### src/spi_pkg.sv
package spi_pkg;

    ////////////////////////////////////////
    // SPI mode
    ////////////////////////////////////////

    // Upper bit is CPOL, lower bit is CPHA
    typedef enum logic [1:0] {
        MODE_0 = 2'b00,
        MODE_1 = 2'b01,
        MODE_2 = 2'b10,
        MODE_3 = 2'b11
    } spi_mode_e;

    ////////////////////////////////////////
    // Controller FSM
    ////////////////////////////////////////

    typedef enum logic [1:0] {
        ST_IDLE  = 2'b00,
        ST_WRITE = 2'b01,
        ST_READ  = 2'b10,
        ST_END   = 2'b11
    } spi_state_e;

endpackage

### src/spi_ctrl.sv
module spi_ctrl #(
    parameter int DATA_WIDTH = 8,
    parameter int NUM_SLAVES = 3,
    localparam int SEL_W = (NUM_SLAVES > 1) ? $clog2(NUM_SLAVES) : 1
) (
    input  logic                   CLK,
    input  logic                   rst_n_i,
    input  spi_pkg::spi_mode_e     mode_i,
    input  logic                   write_req_i,
    input  logic                   read_req_i,
    input  logic [SEL_W-1:0]       slave_sel_i,
    input  logic                   cs_inv_i,
    output spi_pkg::spi_mode_e     mode_o,
    output logic                   active_o,
    output logic                   load_o,
    output logic                   capture_o,
    output logic [NUM_SLAVES-1:0]  cs_o,
    output logic                   send_ready_o,
    output logic                   read_ready_o,
    output spi_pkg::spi_state_e    state_o
);
    import spi_pkg::*;

    localparam int CNT_W = $clog2(2 * DATA_WIDTH);
    localparam logic [CNT_W-1:0] CNT_LAST = CNT_W'(2 * DATA_WIDTH - 1);

    spi_state_e        state_q;
    logic [CNT_W-1:0]  cnt_q;
    spi_mode_e         mode_q;
    logic [SEL_W-1:0]  slave_q;
    logic              send_ready_q;
    logic              read_ready_q;
    logic              accept_wr;
    logic              accept_rd;

    // Write wins when both requests are up
    assign accept_wr = (state_q == ST_IDLE) && write_req_i;
    assign accept_rd = (state_q == ST_IDLE) && !write_req_i && read_req_i;

    ////////////////////////////////////////
    // FSM and bit-cycle counter
    ////////////////////////////////////////

    always_ff @(posedge CLK or negedge rst_n_i) begin
        if (!rst_n_i) begin
            state_q      <= ST_IDLE;
            cnt_q        <= '0;
            mode_q       <= MODE_0;
            slave_q      <= '0;
            send_ready_q <= 1'b1;
            read_ready_q <= 1'b1;
        end else begin
            case (state_q)
                ST_IDLE: begin
                    cnt_q <= '0;
                    if (accept_wr || accept_rd) begin
                        mode_q  <= mode_i;
                        slave_q <= slave_sel_i;
                    end
                    if (accept_wr) begin
                        state_q      <= ST_WRITE;
                        send_ready_q <= 1'b0;
                    end else if (accept_rd) begin
                        state_q      <= ST_READ;
                        read_ready_q <= 1'b0;
                    end
                end
                ST_WRITE, ST_READ: begin
                    // Two CLK cycles per bit
                    cnt_q <= cnt_q + 1'b1;
                    if (cnt_q == CNT_LAST) begin
                        state_q <= ST_END;
                    end
                end
                ST_END: begin
                    state_q      <= ST_IDLE;
                    send_ready_q <= 1'b1;
                    read_ready_q <= 1'b1;
                end
                default: begin
                    state_q <= ST_IDLE;
                end
            endcase
        end
    end

    assign active_o  = (state_q == ST_WRITE) || (state_q == ST_READ);
    assign load_o    = accept_wr;
    // Ready still low in ST_END marks the finished transfer as a read
    assign capture_o = (state_q == ST_END) && !read_ready_q;

    ////////////////////////////////////////
    // Chip selects
    ////////////////////////////////////////

    // Active level is cs_inv_i, idle level its opposite
    always_comb begin
        for (int i = 0; i < NUM_SLAVES; i++) begin
            cs_o[i] = ~cs_inv_i;
            if (active_o && (slave_q == SEL_W'(i))) begin
                cs_o[i] = cs_inv_i;
            end
        end
    end

    assign mode_o       = mode_q;
    assign send_ready_o = send_ready_q;
    assign read_ready_o = read_ready_q;
    assign state_o      = state_q;

endmodule

### src/spi_master.sv
module spi_master #(
    parameter int DATA_WIDTH = 8,
    parameter int NUM_SLAVES = 3,
    localparam int SEL_W = (NUM_SLAVES > 1) ? $clog2(NUM_SLAVES) : 1
) (
    input  logic                   CLK,
    input  logic                   rst_n_i,
    input  spi_pkg::spi_mode_e     mode_i,
    input  logic                   write_req_i,
    input  logic                   read_req_i,
    input  logic [DATA_WIDTH-1:0]  tx_data_i,
    input  logic [SEL_W-1:0]       slave_sel_i,
    input  logic                   cs_inv_i,
    input  logic                   miso_i,
    output logic                   mosi_o,
    output logic                   sclk_o,
    output logic [NUM_SLAVES-1:0]  cs_o,
    output logic                   send_ready_o,
    output logic                   read_ready_o,
    output logic [DATA_WIDTH-1:0]  rx_data_o
);
    import spi_pkg::*;

    spi_mode_e   mode_lat;
    spi_state_e  ctrl_state;
    logic        active;
    logic        load;
    logic        capture;
    logic        shift_stb;
    logic        sample_stb;

    ////////////////////////////////////////
    // Transfer control
    ////////////////////////////////////////

    spi_ctrl #(
        .DATA_WIDTH (DATA_WIDTH),
        .NUM_SLAVES (NUM_SLAVES)
    ) u_ctrl (
        .CLK          (CLK),
        .rst_n_i      (rst_n_i),
        .mode_i       (mode_i),
        .write_req_i  (write_req_i),
        .read_req_i   (read_req_i),
        .slave_sel_i  (slave_sel_i),
        .cs_inv_i     (cs_inv_i),
        .mode_o       (mode_lat),
        .active_o     (active),
        .load_o       (load),
        .capture_o    (capture),
        .cs_o         (cs_o),
        .send_ready_o (send_ready_o),
        .read_ready_o (read_ready_o),
        .state_o      (ctrl_state)
    );

    ////////////////////////////////////////
    // SCLK and data path
    ////////////////////////////////////////

    spi_sclk_gen u_sclk_gen (
        .CLK          (CLK),
        .rst_n_i      (rst_n_i),
        .active_i     (active),
        .mode_i       (mode_lat),
        .idle_mode_i  (mode_i),
        .sclk_o       (sclk_o),
        .shift_stb_o  (shift_stb),
        .sample_stb_o (sample_stb)
    );

    spi_shifter #(
        .DATA_WIDTH (DATA_WIDTH)
    ) u_shifter (
        .CLK       (CLK),
        .rst_n_i   (rst_n_i),
        .load_i    (load),
        .tx_data_i (tx_data_i),
        .shift_i   (shift_stb),
        .sample_i  (sample_stb),
        .capture_i (capture),
        .miso_i    (miso_i),
        .mosi_o    (mosi_o),
        .rx_data_o (rx_data_o)
    );

endmodule

### src/spi_sclk_gen.sv
module spi_sclk_gen (
    input  logic                CLK,
    input  logic                rst_n_i,
    input  logic                active_i,
    input  spi_pkg::spi_mode_e  mode_i,
    input  spi_pkg::spi_mode_e  idle_mode_i,
    output logic                sclk_o,
    output logic                shift_stb_o,
    output logic                sample_stb_o
);

    logic phase_q;
    logic first_q;
    logic lead;
    logic trail;
    logic flush;

    ////////////////////////////////////////
    // SCLK phase
    ////////////////////////////////////////

    // phase_q high means SCLK sits away from CPOL
    always_ff @(posedge CLK or negedge rst_n_i) begin
        if (!rst_n_i) begin
            phase_q <= 1'b0;
            first_q <= 1'b1;
        end else if (active_i) begin
            phase_q <= ~phase_q;
            if (lead) begin
                first_q <= 1'b0;
            end
        end else begin
            phase_q <= 1'b0;
            first_q <= 1'b1;
        end
    end

    assign sclk_o = active_i ? (phase_q ^ mode_i[1]) : idle_mode_i[1];

    ////////////////////////////////////////
    // Edge strobes
    ////////////////////////////////////////

    // Strobe is high in the cycle that ends with the SCLK edge
    assign lead  = active_i && !phase_q;
    assign trail = active_i && phase_q;

    // One cycle after the transfer, pushes the last CPHA 1 bit out of MOSI
    assign flush = !active_i && !first_q;

    always_comb begin
        if (mode_i[0]) begin
            shift_stb_o  = (lead && !first_q) || flush;
            sample_stb_o = trail;
        end else begin
            shift_stb_o  = trail || flush;
            sample_stb_o = lead;
        end
    end

endmodule

### src/spi_shifter.sv
module spi_shifter #(
    parameter int DATA_WIDTH = 8
) (
    input  logic                   CLK,
    input  logic                   rst_n_i,
    input  logic                   load_i,
    input  logic [DATA_WIDTH-1:0]  tx_data_i,
    input  logic                   shift_i,
    input  logic                   sample_i,
    input  logic                   capture_i,
    input  logic                   miso_i,
    output logic                   mosi_o,
    output logic [DATA_WIDTH-1:0]  rx_data_o
);

    logic [DATA_WIDTH-1:0] tx_q;
    logic [DATA_WIDTH-1:0] rx_q;
    logic [DATA_WIDTH-1:0] rx_hold_q;

    ////////////////////////////////////////
    // Transmit side
    ////////////////////////////////////////

    // MSB first, zeros shifted in behind the word
    always_ff @(posedge CLK or negedge rst_n_i) begin
        if (!rst_n_i) begin
            tx_q <= '0;
        end else if (load_i) begin
            tx_q <= tx_data_i;
        end else if (shift_i) begin
            tx_q <= {tx_q[DATA_WIDTH-2:0], 1'b0};
        end
    end

    assign mosi_o = tx_q[DATA_WIDTH-1];

    ////////////////////////////////////////
    // Receive side
    ////////////////////////////////////////

    // MISO enters at the LSB
    always_ff @(posedge CLK) begin
        if (sample_i) begin
            rx_q <= {rx_q[DATA_WIDTH-2:0], miso_i};
        end
    end

    always_ff @(posedge CLK or negedge rst_n_i) begin
        if (!rst_n_i) begin
            rx_hold_q <= '0;
        end else if (capture_i) begin
            rx_hold_q <= rx_q;
        end
    end

    assign rx_data_o = rx_hold_q;

endmodule

### config.mk
export PLATFORM = sky130hd
export DESIGN_NAME = spi_master
export DESIGN_NICKNAME = d
export VERILOG_FILES = /design/src/spi_pkg.sv /design/src/spi_ctrl.sv /design/src/spi_master.sv /design/src/spi_sclk_gen.sv /design/src/spi_shifter.sv
export SDC_FILE = /design/constraint.sdc
export NUM_CORES = 1
export LEC_CHECK = 0
export ABC_CLOCK_PERIOD_IN_PS = 1780
export BUFFER_PORTS_ARGS = -buffer_cell sky130_fd_sc_hd__buf_2
export CAP_MARGIN = 30
export CORE_UTILIZATION = 28
export CTS_BUF_LIST = sky130_fd_sc_hd__clkbuf_8
export DETAILED_ROUTE_END_ITERATION = 8
export GPL_ROUTABILITY_DRIVEN = 0
export PLACE_DENSITY = 0.49
export REMOVE_ABC_BUFFERS = 1
export SYNTH_ARGS = -nofsm -noshare
export SYNTH_HDL_FRONTEND = slang
export SYNTH_SLANG_ARGS = --single-unit
### constraint.sdc
create_clock -name CLK -period 1.78 [get_ports CLK]
set_input_delay 0.178 -clock CLK [delete_from_list [all_inputs] [get_ports CLK]]
set_output_delay 0.178 -clock CLK [all_outputs]
set_load 0.01 [all_outputs]
==> results_dict.tcl, run 1 <==
set metrics [dict create \
    finalCritPeriodShare_pct 95.8 \
    slew_violations 0 \
    power.density_mw_per_mm2 2140 \
    crit_chain "inv_2 > ha_4 > buf_6 > nand3b_1 > xor2_1 > buf_2" \
    reg2reg_depth 6 \
    cts_num_sinks 38 \
    grt_overflow 0 \
    drive_gt1_share_pct 51.7 \
    synth_top_area_share_pct 38.3 \
    worst-path-stages 6 \
    status "completed" \
    vias 1126 \
    coreArea_mm2 0.00599 \
    wl_mm 3.35 \
    fin_hold_ws_ns 0.0673 \
    cts_max_level 2 \
    cts-root-buf "clkbuf_8" \
    drt_first_pass_iters 4 \
    r2r_slack_ns 0.24 \
    slew_headroom_pct 52.5 \
    critPathMaxFanout 5 \
    holdPathStages 1 \
    critPathRequiredTime_ns 1.60 \
    synth_edf_count 8 \
    clock_skew_ns 0.00765 \
    critPathMaxStageDelay_ns 0.37 \
    cp_num_buf_inv 3 \
    cts_buffers 5 \
    hpwl_mm 2.34 \
    synth_ff_type "dfrtp_1" \
    drtIter0Drc 39 \
    start_kind "flop" \
    max_freq_mhz 587 \
    yosysSeqAreaShare_pct 56.4 \
    tritoncts "built" \
    fin_crit_ns 1.70 \
    drtAntennaViolNets 0 \
    finalWorstSetupSlack_ns 0.0752 \
    io_pins 33 \
    syn_to_final_growth_pct 26.4 \
    wire_per_inst_um 13.5 \
    rows 28 \
    rsz0062_at_grt "true" \
    yosysTopAreaCell "dfrtp_1" \
    syn-cell-area_mm2 0.00176 \
    p_total_mw 4.77 \
    syn_inst 128 \
    antenna_found_initial 0 \
    synthTopCellsByArea "dfrtp_1 (38%), edfxtp_1 (14%), mux2_2 (13%)" \
    fp.dieW_um 81.4 \
    hold_viol_final 0 \
    critical_path.slowest_cell "dfrtp_1" \
    io_buffers 32 \
    grt_usage_pct 11.2 \
    maxCapViolCount 0 \
    final_common_cell "buf_2" \
    drc 0 \
    die_h_um 81.4 \
    p_leak_nw 1.01 \
    vias_per_cell 4.52 \
    synth-async-reset-ratio_pct 78.9 \
    cts_buffer_depth 2 \
    ys.warnings.count 0 \
    final_cell_mix "buf_2 (32), dfrtp_1 (27), mux2_2 (20)" \
    final_nets 196 \
    start_util_pct 29.4 \
    finalSetupViolCount 0 \
    min_path_type "input pin to flop" \
    peakVddDrop_uv 812 \
    diodes 0 \
    worstMarginPinSlew_ns 0.713 \
    clkTransAtPathRegs_ns 0.07 \
    crit_arrival_ns 1.53 \
    crit_type "flop to output port" \
    grt_max_degree 31 \
    cpLargestDelayFamily "flip-flops" \
    avgSynthCellArea_um2 13.8 \
    yosys_register_bits 38 \
    clkLatencyLatePin_ns 0.29 \
    preCtsSetupSlack_ns 0.103 \
    grt_pass1_wl_mm 5.44 \
    grt_pass1_vias 1154 \
    critPathCaptureType "output port" \
    die_area_mm2 0.00662 \
    synthDistinctLibCells 37 \
]
[registers in the layout, summed over array words and instances (netlist names)]
register             cells
u_ctrl.cnt_q             4
u_ctrl.mode_o            2
u_ctrl.read_ready_o      1
u_ctrl.send_ready_o      1
u_ctrl.slave_q           2
u_ctrl.state_o           2
u_sclk_gen.first_q       1
u_sclk_gen.phase_q       1
u_shifter.rx_data_o      8
u_shifter.rx_q           8
u_shifter.tx_q           8
[worst reg2reg max path: stages, from the launching register on]
cell     delay, ns
dfrtp_1       0.39
inv_2         0.09
ha_4          0.23
inv_2         0.12
o21ai_4       0.09
nor2_8        0.19
mux2_4        0.32
[layout make-up]
class                   count  area [um2]
clock inverters             3        45.0
clock buffers               5        68.8
inverters                   3        11.3
flip-flops and latches     38         995
fillers                   584        3760
multi-input cells          82         753
repair buffers             43         262
well taps                  75        93.8
[cells by family (layout without fill, tap and decap cells)]
family / after synthesis / after routing / synth area share [%]
muxes: 29 / 29 / 19.9
xor gates and xnor gates: 4 / 4 / 1.99
DFF: 38 / 38 / 56.4
adders and majority gates: 5 / 5 / 3.55
buffers and inverters: 8 / 54 / 2.20
AOI/OAI and AO/OA: 15 / 15 / 6.32
and+or+nand+nor: 29 / 29 / 9.58
[per-stage QoR]
stage	TNS [ns]	area (um2)	utilization (%)	cells
final	0	2230	37.2	249
after floorplan	0	1740	-	123
after detailed placement	0	2050	34.2	236
after CTS	0	2200	36.8	247
after global placement	0	2050	34.2	236
after global routing	-0.0623	2230	37.2	249
[layer usage]
layer	routed length [um]	track usage [%]	vias to the layer above
li1	-	-	542
met1	1580	14.5	546
met2	1520	16.9	33
met3	206	4.04	5
met4	45	4.29	0
met5	0	0	-
[report_power, final]
group	switching [mW]	internal, mW	leakage (nW)	total (mW)
registers	0.270	1.41	0.439	1.68
logic	1.08	1.27	0.522	2.36
clock network	0.311	0.417	0.0504	0.728
[final timing paths]
path                              startpoint                endpoint
min in group asynchronous            rst_n_i  u_shifter.rx_data_o[4]
max in group asynchronous            rst_n_i        u_ctrl.mode_o[0]
min                                   miso_i       u_shifter.rx_q[0]
max                        u_ctrl.state_o[0]                 cs_o[1]
min reg2reg                u_shifter.rx_q[1]       u_shifter.rx_q[2]
max reg2reg                u_ctrl.state_o[1]       u_shifter.tx_q[1]
[cell usage after synthesis, drive strengths merged (2+ instances only)]
cell	n
xnor2	2
dfrtp	27
clkbuf	2
edfxtp	8
nor3	2
a21oi	4
nand2	8
xor2	2
nand3	3
mux2	28
nor2	8
o21ai	4
dfstp	3
nand2b	4
buf	3
inv	3
a22o	2
nand3b	2
ha	5
[what timing repair did]
action,4_1_cts,5_1_grt
pin swaps,0,3
gates resized for setup,2,4
hold buffers,1,0
endpoints found under the setup margin,4,3
endpoints found under the hold margin,27,0
buffers inserted,2,2
Power figures use the tool's default switching activity.
==> run 2, diff against run 1 <==
Settings changed: GPL_TIMING_DRIVEN from default to 0.
==> run 2 against run 1 <==
  * Sequential power about the same
  * Sequential share of layout area decreased by 0.30 points
  * Worst setup slack got worse by 0.035 ns
  * Largest cell class unchanged
  * Register-to-register slack got worse by 0.15 ns
  * Critical path type unchanged
  * Fmax decreased by 2.0%
  * Critical endpoint unchanged
  * Critical path depth unchanged
  * Global-route usage is 0.24 points lower
==> results_dict.tcl, run 2 (synthesis results as in run 1) <==
set metrics [dict create \
    fp.dieW_um 81.4 \
    r2r-start "u_ctrl.state_o[1]" \
    vias 1097 \
    slew_headroom_pct 53.8 \
    worstMarginPinSlew_ns 0.693 \
    crit_start "u_ctrl.state_o[1]" \
    status "completed" \
    die_h_um 81.4 \
    fill_cells 588 \
    cts-root-buf "clkbuf_8" \
    cts_max_level 2 \
    wl_mm 3.37 \
    r2r_slack_ns 0.09 \
    switchingPower_mw 1.71 \
    clkLatencyLatePin_ns 0.29 \
    peakVddDrop_uv 901 \
    critPathCaptureType "output port" \
    fin_hold_ws_ns 0.0657 \
    final_common_cell "buf_2" \
    cts_buffer_depth 2 \
    instances_no_fill 247 \
    grt_pass1_vias 1156 \
    p_int_mw 3.20 \
    p_leak_nw 1.02 \
    reg2reg_depth 7 \
    p_total_mw 4.92 \
    power.density_mw_per_mm2 2190 \
    r2r_end "u_shifter.tx_q[1]" \
    clock_power_share_pct 17.9 \
    start_kind "flop" \
    final_nets 194 \
    drt_first_pass_iters 4 \
    multi_input_area_um2 772 \
    crit_end "cs_o[1]" \
    wire_per_inst_um 13.7 \
    seq_area_um2 995 \
    grt_usage_pct 11.0 \
    drive_gt1_share_pct 52.9 \
    vias_per_cell 4.44 \
    antenna_found_initial 0 \
    finalSetupViolCount 0 \
    finalWorstSetupSlack_ns 0.0405 \
    clkTransAtPathRegs_ns 0.07 \
    die_area_mm2 0.00662 \
    maxCapViolCount 0 \
    io_buffers 32 \
    critPathRequiredTime_ns 1.60 \
    cts_buffers 5 \
    coreArea_mm2 0.00599 \
    grt_max_degree 31 \
    fin_crit_ns 1.74 \
    syn_to_final_growth_pct 27.3 \
    max_freq_mhz 575 \
    power_frac_comb_pct 47.7 \
    rsz0062_at_grt "true" \
    min_path_type "input pin to flop" \
    crit_arrival_ns 1.56 \
    switching_share_pct 34.9 \
    drc 0 \
    seq_power_share_pct 34.4 \
    grt_overflow 0 \
    drtIter0Drc 43 \
    critPathMaxFanout 7 \
    io_pins 33 \
    tritoncts "built" \
    hpwl_mm 2.23 \
    placedCellCount 230 \
    finalCritPeriodShare_pct 97.7 \
    slew_violations 0 \
    cts_num_sinks 38 \
    hold_viol_final 0 \
    start_util_pct 29.4 \
    preCtsSetupSlack_ns -0.218 \
    final_cell_mix "buf_2 (32), dfrtp_1 (27), mux2_2 (20)" \
    grt_pass1_wl_mm 5.31 \
    clock_skew_ns 0.00442 \
    crit_type "flop to output port" \
    drtAntennaViolNets 0 \
    rows 28 \
    diodes 0 \
]
[run 2: through the flow]
| step | area [um2] | utilization [%] | setup TNS (ns) |
|---|---|---|---|
| floorplan | 1740 | - | 0 |
| global placement | 1990 | 33.2 | -1.92 |
| detailed placement | 1990 | 33.2 | -3.28 |
| CTS | 2200 | 36.7 | 0 |
| global route | 2240 | 37.4 | -0.117 |
| finish | 2240 | 37.4 | 0 |
[run 2: power groups by stage]
| stage | sequential (mW) | combinational (mW) | clock, mW |
|---|---|---|---|
| after floorplan | 1.68 | 1.46 | 0 |
| after global routing | 1.75 | 2.56 | 0.934 |
| after CTS | 1.69 | 2.22 | 0.906 |
| after detailed placement | 1.70 | 1.99 | 0 |
| final | 1.69 | 2.34 | 0.881 |
| after global placement | 1.66 | 1.92 | 0 |
[run 2: worst min-delay path by stage]
stage / cells past startpoint / slack (ns) / start / endpoint
detailed placement: 1 / 0.27 / rst_n_i / u_shifter.rx_data_o[7]
finish: 1 / 0.07 / miso_i / u_shifter.rx_q[0]
global placement: 1 / 0.25 / rst_n_i / u_shifter.rx_data_o[4]
CTS: 1 / 0.06 / miso_i / u_shifter.rx_q[0]
global route: 1 / 0.05 / miso_i / u_shifter.rx_q[0]
floorplan: 0 / -0.12 / rst_n_i / u_ctrl.cnt_q[0]
[run 2: per-layer routing]
metal	routed length [um]	vias up	GRT usage [%]
met1	1640	528	14.4
met5	0	-	0
met4	42	0	3.21
li1	-	533	-
met2	1480	31	16.6
met3	207	5	4.16
[run 2: critical path: stages (launching register included)]
cell	delay (ns)
dfrtp_1	0.40
inv_2	0.07
ha_4	0.27
buf_6	0.12
nand3b_1	0.10
xor2_1	0.17
buf_2	0.14
[run 2: final cells by class]
| type | count | share of cell area (%) |
|---|---|---|
| Inverter | 3 | 0.502 |
| Clock buffer | 5 | 3.07 |
| Timing Repair Buffer | 41 | 10.4 |
| Tap cell | 75 | 4.18 |
| Sequential cell | 38 | 44.3 |
| Multi-Input combinational cell | 82 | 34.4 |
| Clock inverter | 3 | 3.07 |
[run 2: repair_timing]
action	in CTS	in global routing
pin swaps	1	4
resized for setup	6	5
endpoints found under the setup margin	21	14
hold endpoints to repair	27	0
buffers inserted	5	3
hold buffers	1	0
==> run 3, diff against run 2 <==
Settings changed: CORE_UTILIZATION 28 to 51, PLACE_DENSITY 0.49 to 0.78.
==> run 3 against run 2 <==
  * The run now ends with negative setup slack left
  * First-iteration DRC count increased by 7.0%
  * Highest routed layer unchanged
  * Sequential cell count did not move
  * Routed wire length is 0.15% lower
  * Combinational power rose by 5%
  * Sequential power about the same
  * Non-clock buffer count rose by 4
==> results_dict.tcl, run 3 (synthesis results as in run 1) <==
set metrics [dict create \
    status "finished, violations left" \
    violations "negative setup slack" \
    grt_usage_pct 21.4 \
    crit_arrival_ns 1.61 \
    worstMarginPinSlew_ns 0.649 \
    coreArea_mm2 0.00315 \
    cts-root-buf "clkbuf_8" \
    slew_headroom_pct 56.7 \
    die_h_um 60.8 \
    grt_pass1_vias 1219 \
    final_common_cell "buf_2" \
    diodes 0 \
    finalWorstSetupSlack_ns -0.0118 \
    cts_max_level 2 \
    reg2reg_depth 5 \
    wire_per_inst_um 15.3 \
    die_area_mm2 0.00370 \
    drc 0 \
    fp.dieW_um 60.8 \
    cts_buffers 5 \
    p_leak_nw 1.01 \
    fin_hold_ws_ns 0.0633 \
    antenna_found_initial 0 \
    maxCapViolCount 0 \
    drtAntennaViolNets 0 \
    max_freq_mhz 558 \
    drive_gt1_share_pct 52.3 \
    finalCritPeriodShare_pct 101 \
    syn_to_final_growth_pct 23.3 \
    hpwl_mm 2.21 \
    start_kind "flop" \
    crit_type "flop to output port" \
    holdPathStages 1 \
    clkTransAtPathRegs_ns 0.07 \
    grt_overflow 0 \
    critPathMaxFanout 8 \
    placedCellCount 199 \
    peakVddDrop_uv 1020 \
    cts_buffer_depth 2 \
    io_buffers 32 \
    instances_no_fill 220 \
    rows 20 \
    tritoncts "built" \
    clock_skew_ns 0.00493 \
    wl_mm 3.37 \
    cts_num_sinks 38 \
    final_nets 198 \
    hold_viol_final 0 \
    drtIter0Drc 46 \
    final_cell_mix "buf_2 (32), dfrtp_1 (27), mux2_2 (20)" \
    grt_max_degree 31 \
    clkLatencyLatePin_ns 0.29 \
    drt_first_pass_iters 4 \
    min_path_type "input pin to flop" \
    vias_per_cell 5.28 \
    critPathRequiredTime_ns 1.60 \
    start_util_pct 55.9 \
    rsz0062_at_grt "true" \
    vias 1161 \
    critPathCaptureType "output port" \
    slew_violations 0 \
    fin_crit_ns 1.79 \
    utilization_pct 68.9 \
    power.density_mw_per_mm2 2170 \
    finalSetupViolCount 2 \
    grt_pass1_wl_mm 5.46 \
    io_pins 33 \
]
==> run 3: changes by cell type in the layout (fill, tap and decap cells not counted), sizes merged <==
| cell | before | now |
|---|---|---|
| buf | 40 | 44 |
| clkinv | 1 | 2 |
| clkinvlp | 0 | 1 |
| bufinv | 2 | 0 |
==> run 3: final timing paths <==
kind                       slack, ns                      to              start
min reg2reg                     0.45       u_shifter.rx_q[4]  u_shifter.rx_q[3]
min                             0.06       u_shifter.rx_q[0]             miso_i
max in group asynchronous       0.91  u_shifter.rx_data_o[0]            rst_n_i
min in group asynchronous       0.44  u_shifter.rx_data_o[5]            rst_n_i
max                            -0.01                 cs_o[2]  u_ctrl.state_o[0]
max reg2reg                     0.04       u_shifter.rx_q[0]  u_ctrl.state_o[0]
==> run 3: report_power, final <==
group          internal, mW  switching [mW]  leakage, nW
Sequential             1.41           0.285        0.439
Combinational          1.30            1.15        0.529
Clock                 0.268           0.291       0.0416
==> run 3: final cells by class <==
| type | instances | area, um2 |
|---|---|---|
| Tap cell | 44 | 55.1 |
| Multi-Input combinational cell | 82 | 763 |
| Timing Repair Buffer | 45 | 264 |
| Clock inverter | 3 | 16.3 |
| Fill cell | 250 | 980 |
| Clock buffer | 5 | 68.8 |
| Sequential cell | 38 | 995 |
| Inverter | 3 | 11.3 |
==> run 3: routing by layer <==
| metal | vias to the layer above | wire length [um] | global-route usage, % |
|---|---|---|---|
| met5 | - | 0 | 0 |
| met4 | 0 | 87 | 13.3 |
| met3 | 10 | 157 | 5.54 |
| met2 | 33 | 1700 | 36.1 |
| met1 | 578 | 1430 | 24.1 |
| li1 | 540 | - | - |
==> run 3: critical path, stage by stage, from the launching register on <==
cell and delay [ns]:
dfrtp_1 0.41, inv_2 0.08, ha_4 0.29, buf_6 0.13, nand3b_1 0.11, xor2_1 0.17, buf_2 0.15
==> run 3: what timing repair did <==
| item | in CTS | in global routing |
|---|---|---|
| pin swaps | 4 | 2 |
| hold endpoints to repair | 27 | 0 |
| cloned | 0 | 0 |
| endpoints found under the setup margin | 20 | 20 |
| buffers inserted | 9 | 3 |
| hold buffers | 1 | 0 |
| resized for setup | 7 | 2 |
==> run 3: stage by stage <==
stage	TNS [ns]	power (mW)	cell area, um2	setup WS [ns]
floorplan	0	3.14	1740	0.0364
global placement	-1.57	3.54	1950	-0.110
detailed placement	-2.80	3.68	1950	-0.244
CTS	0	4.61	2140	0.00314
global route	-0.320	5.02	2170	-0.0808
finish	-0.0197	4.71	2170	-0.0118
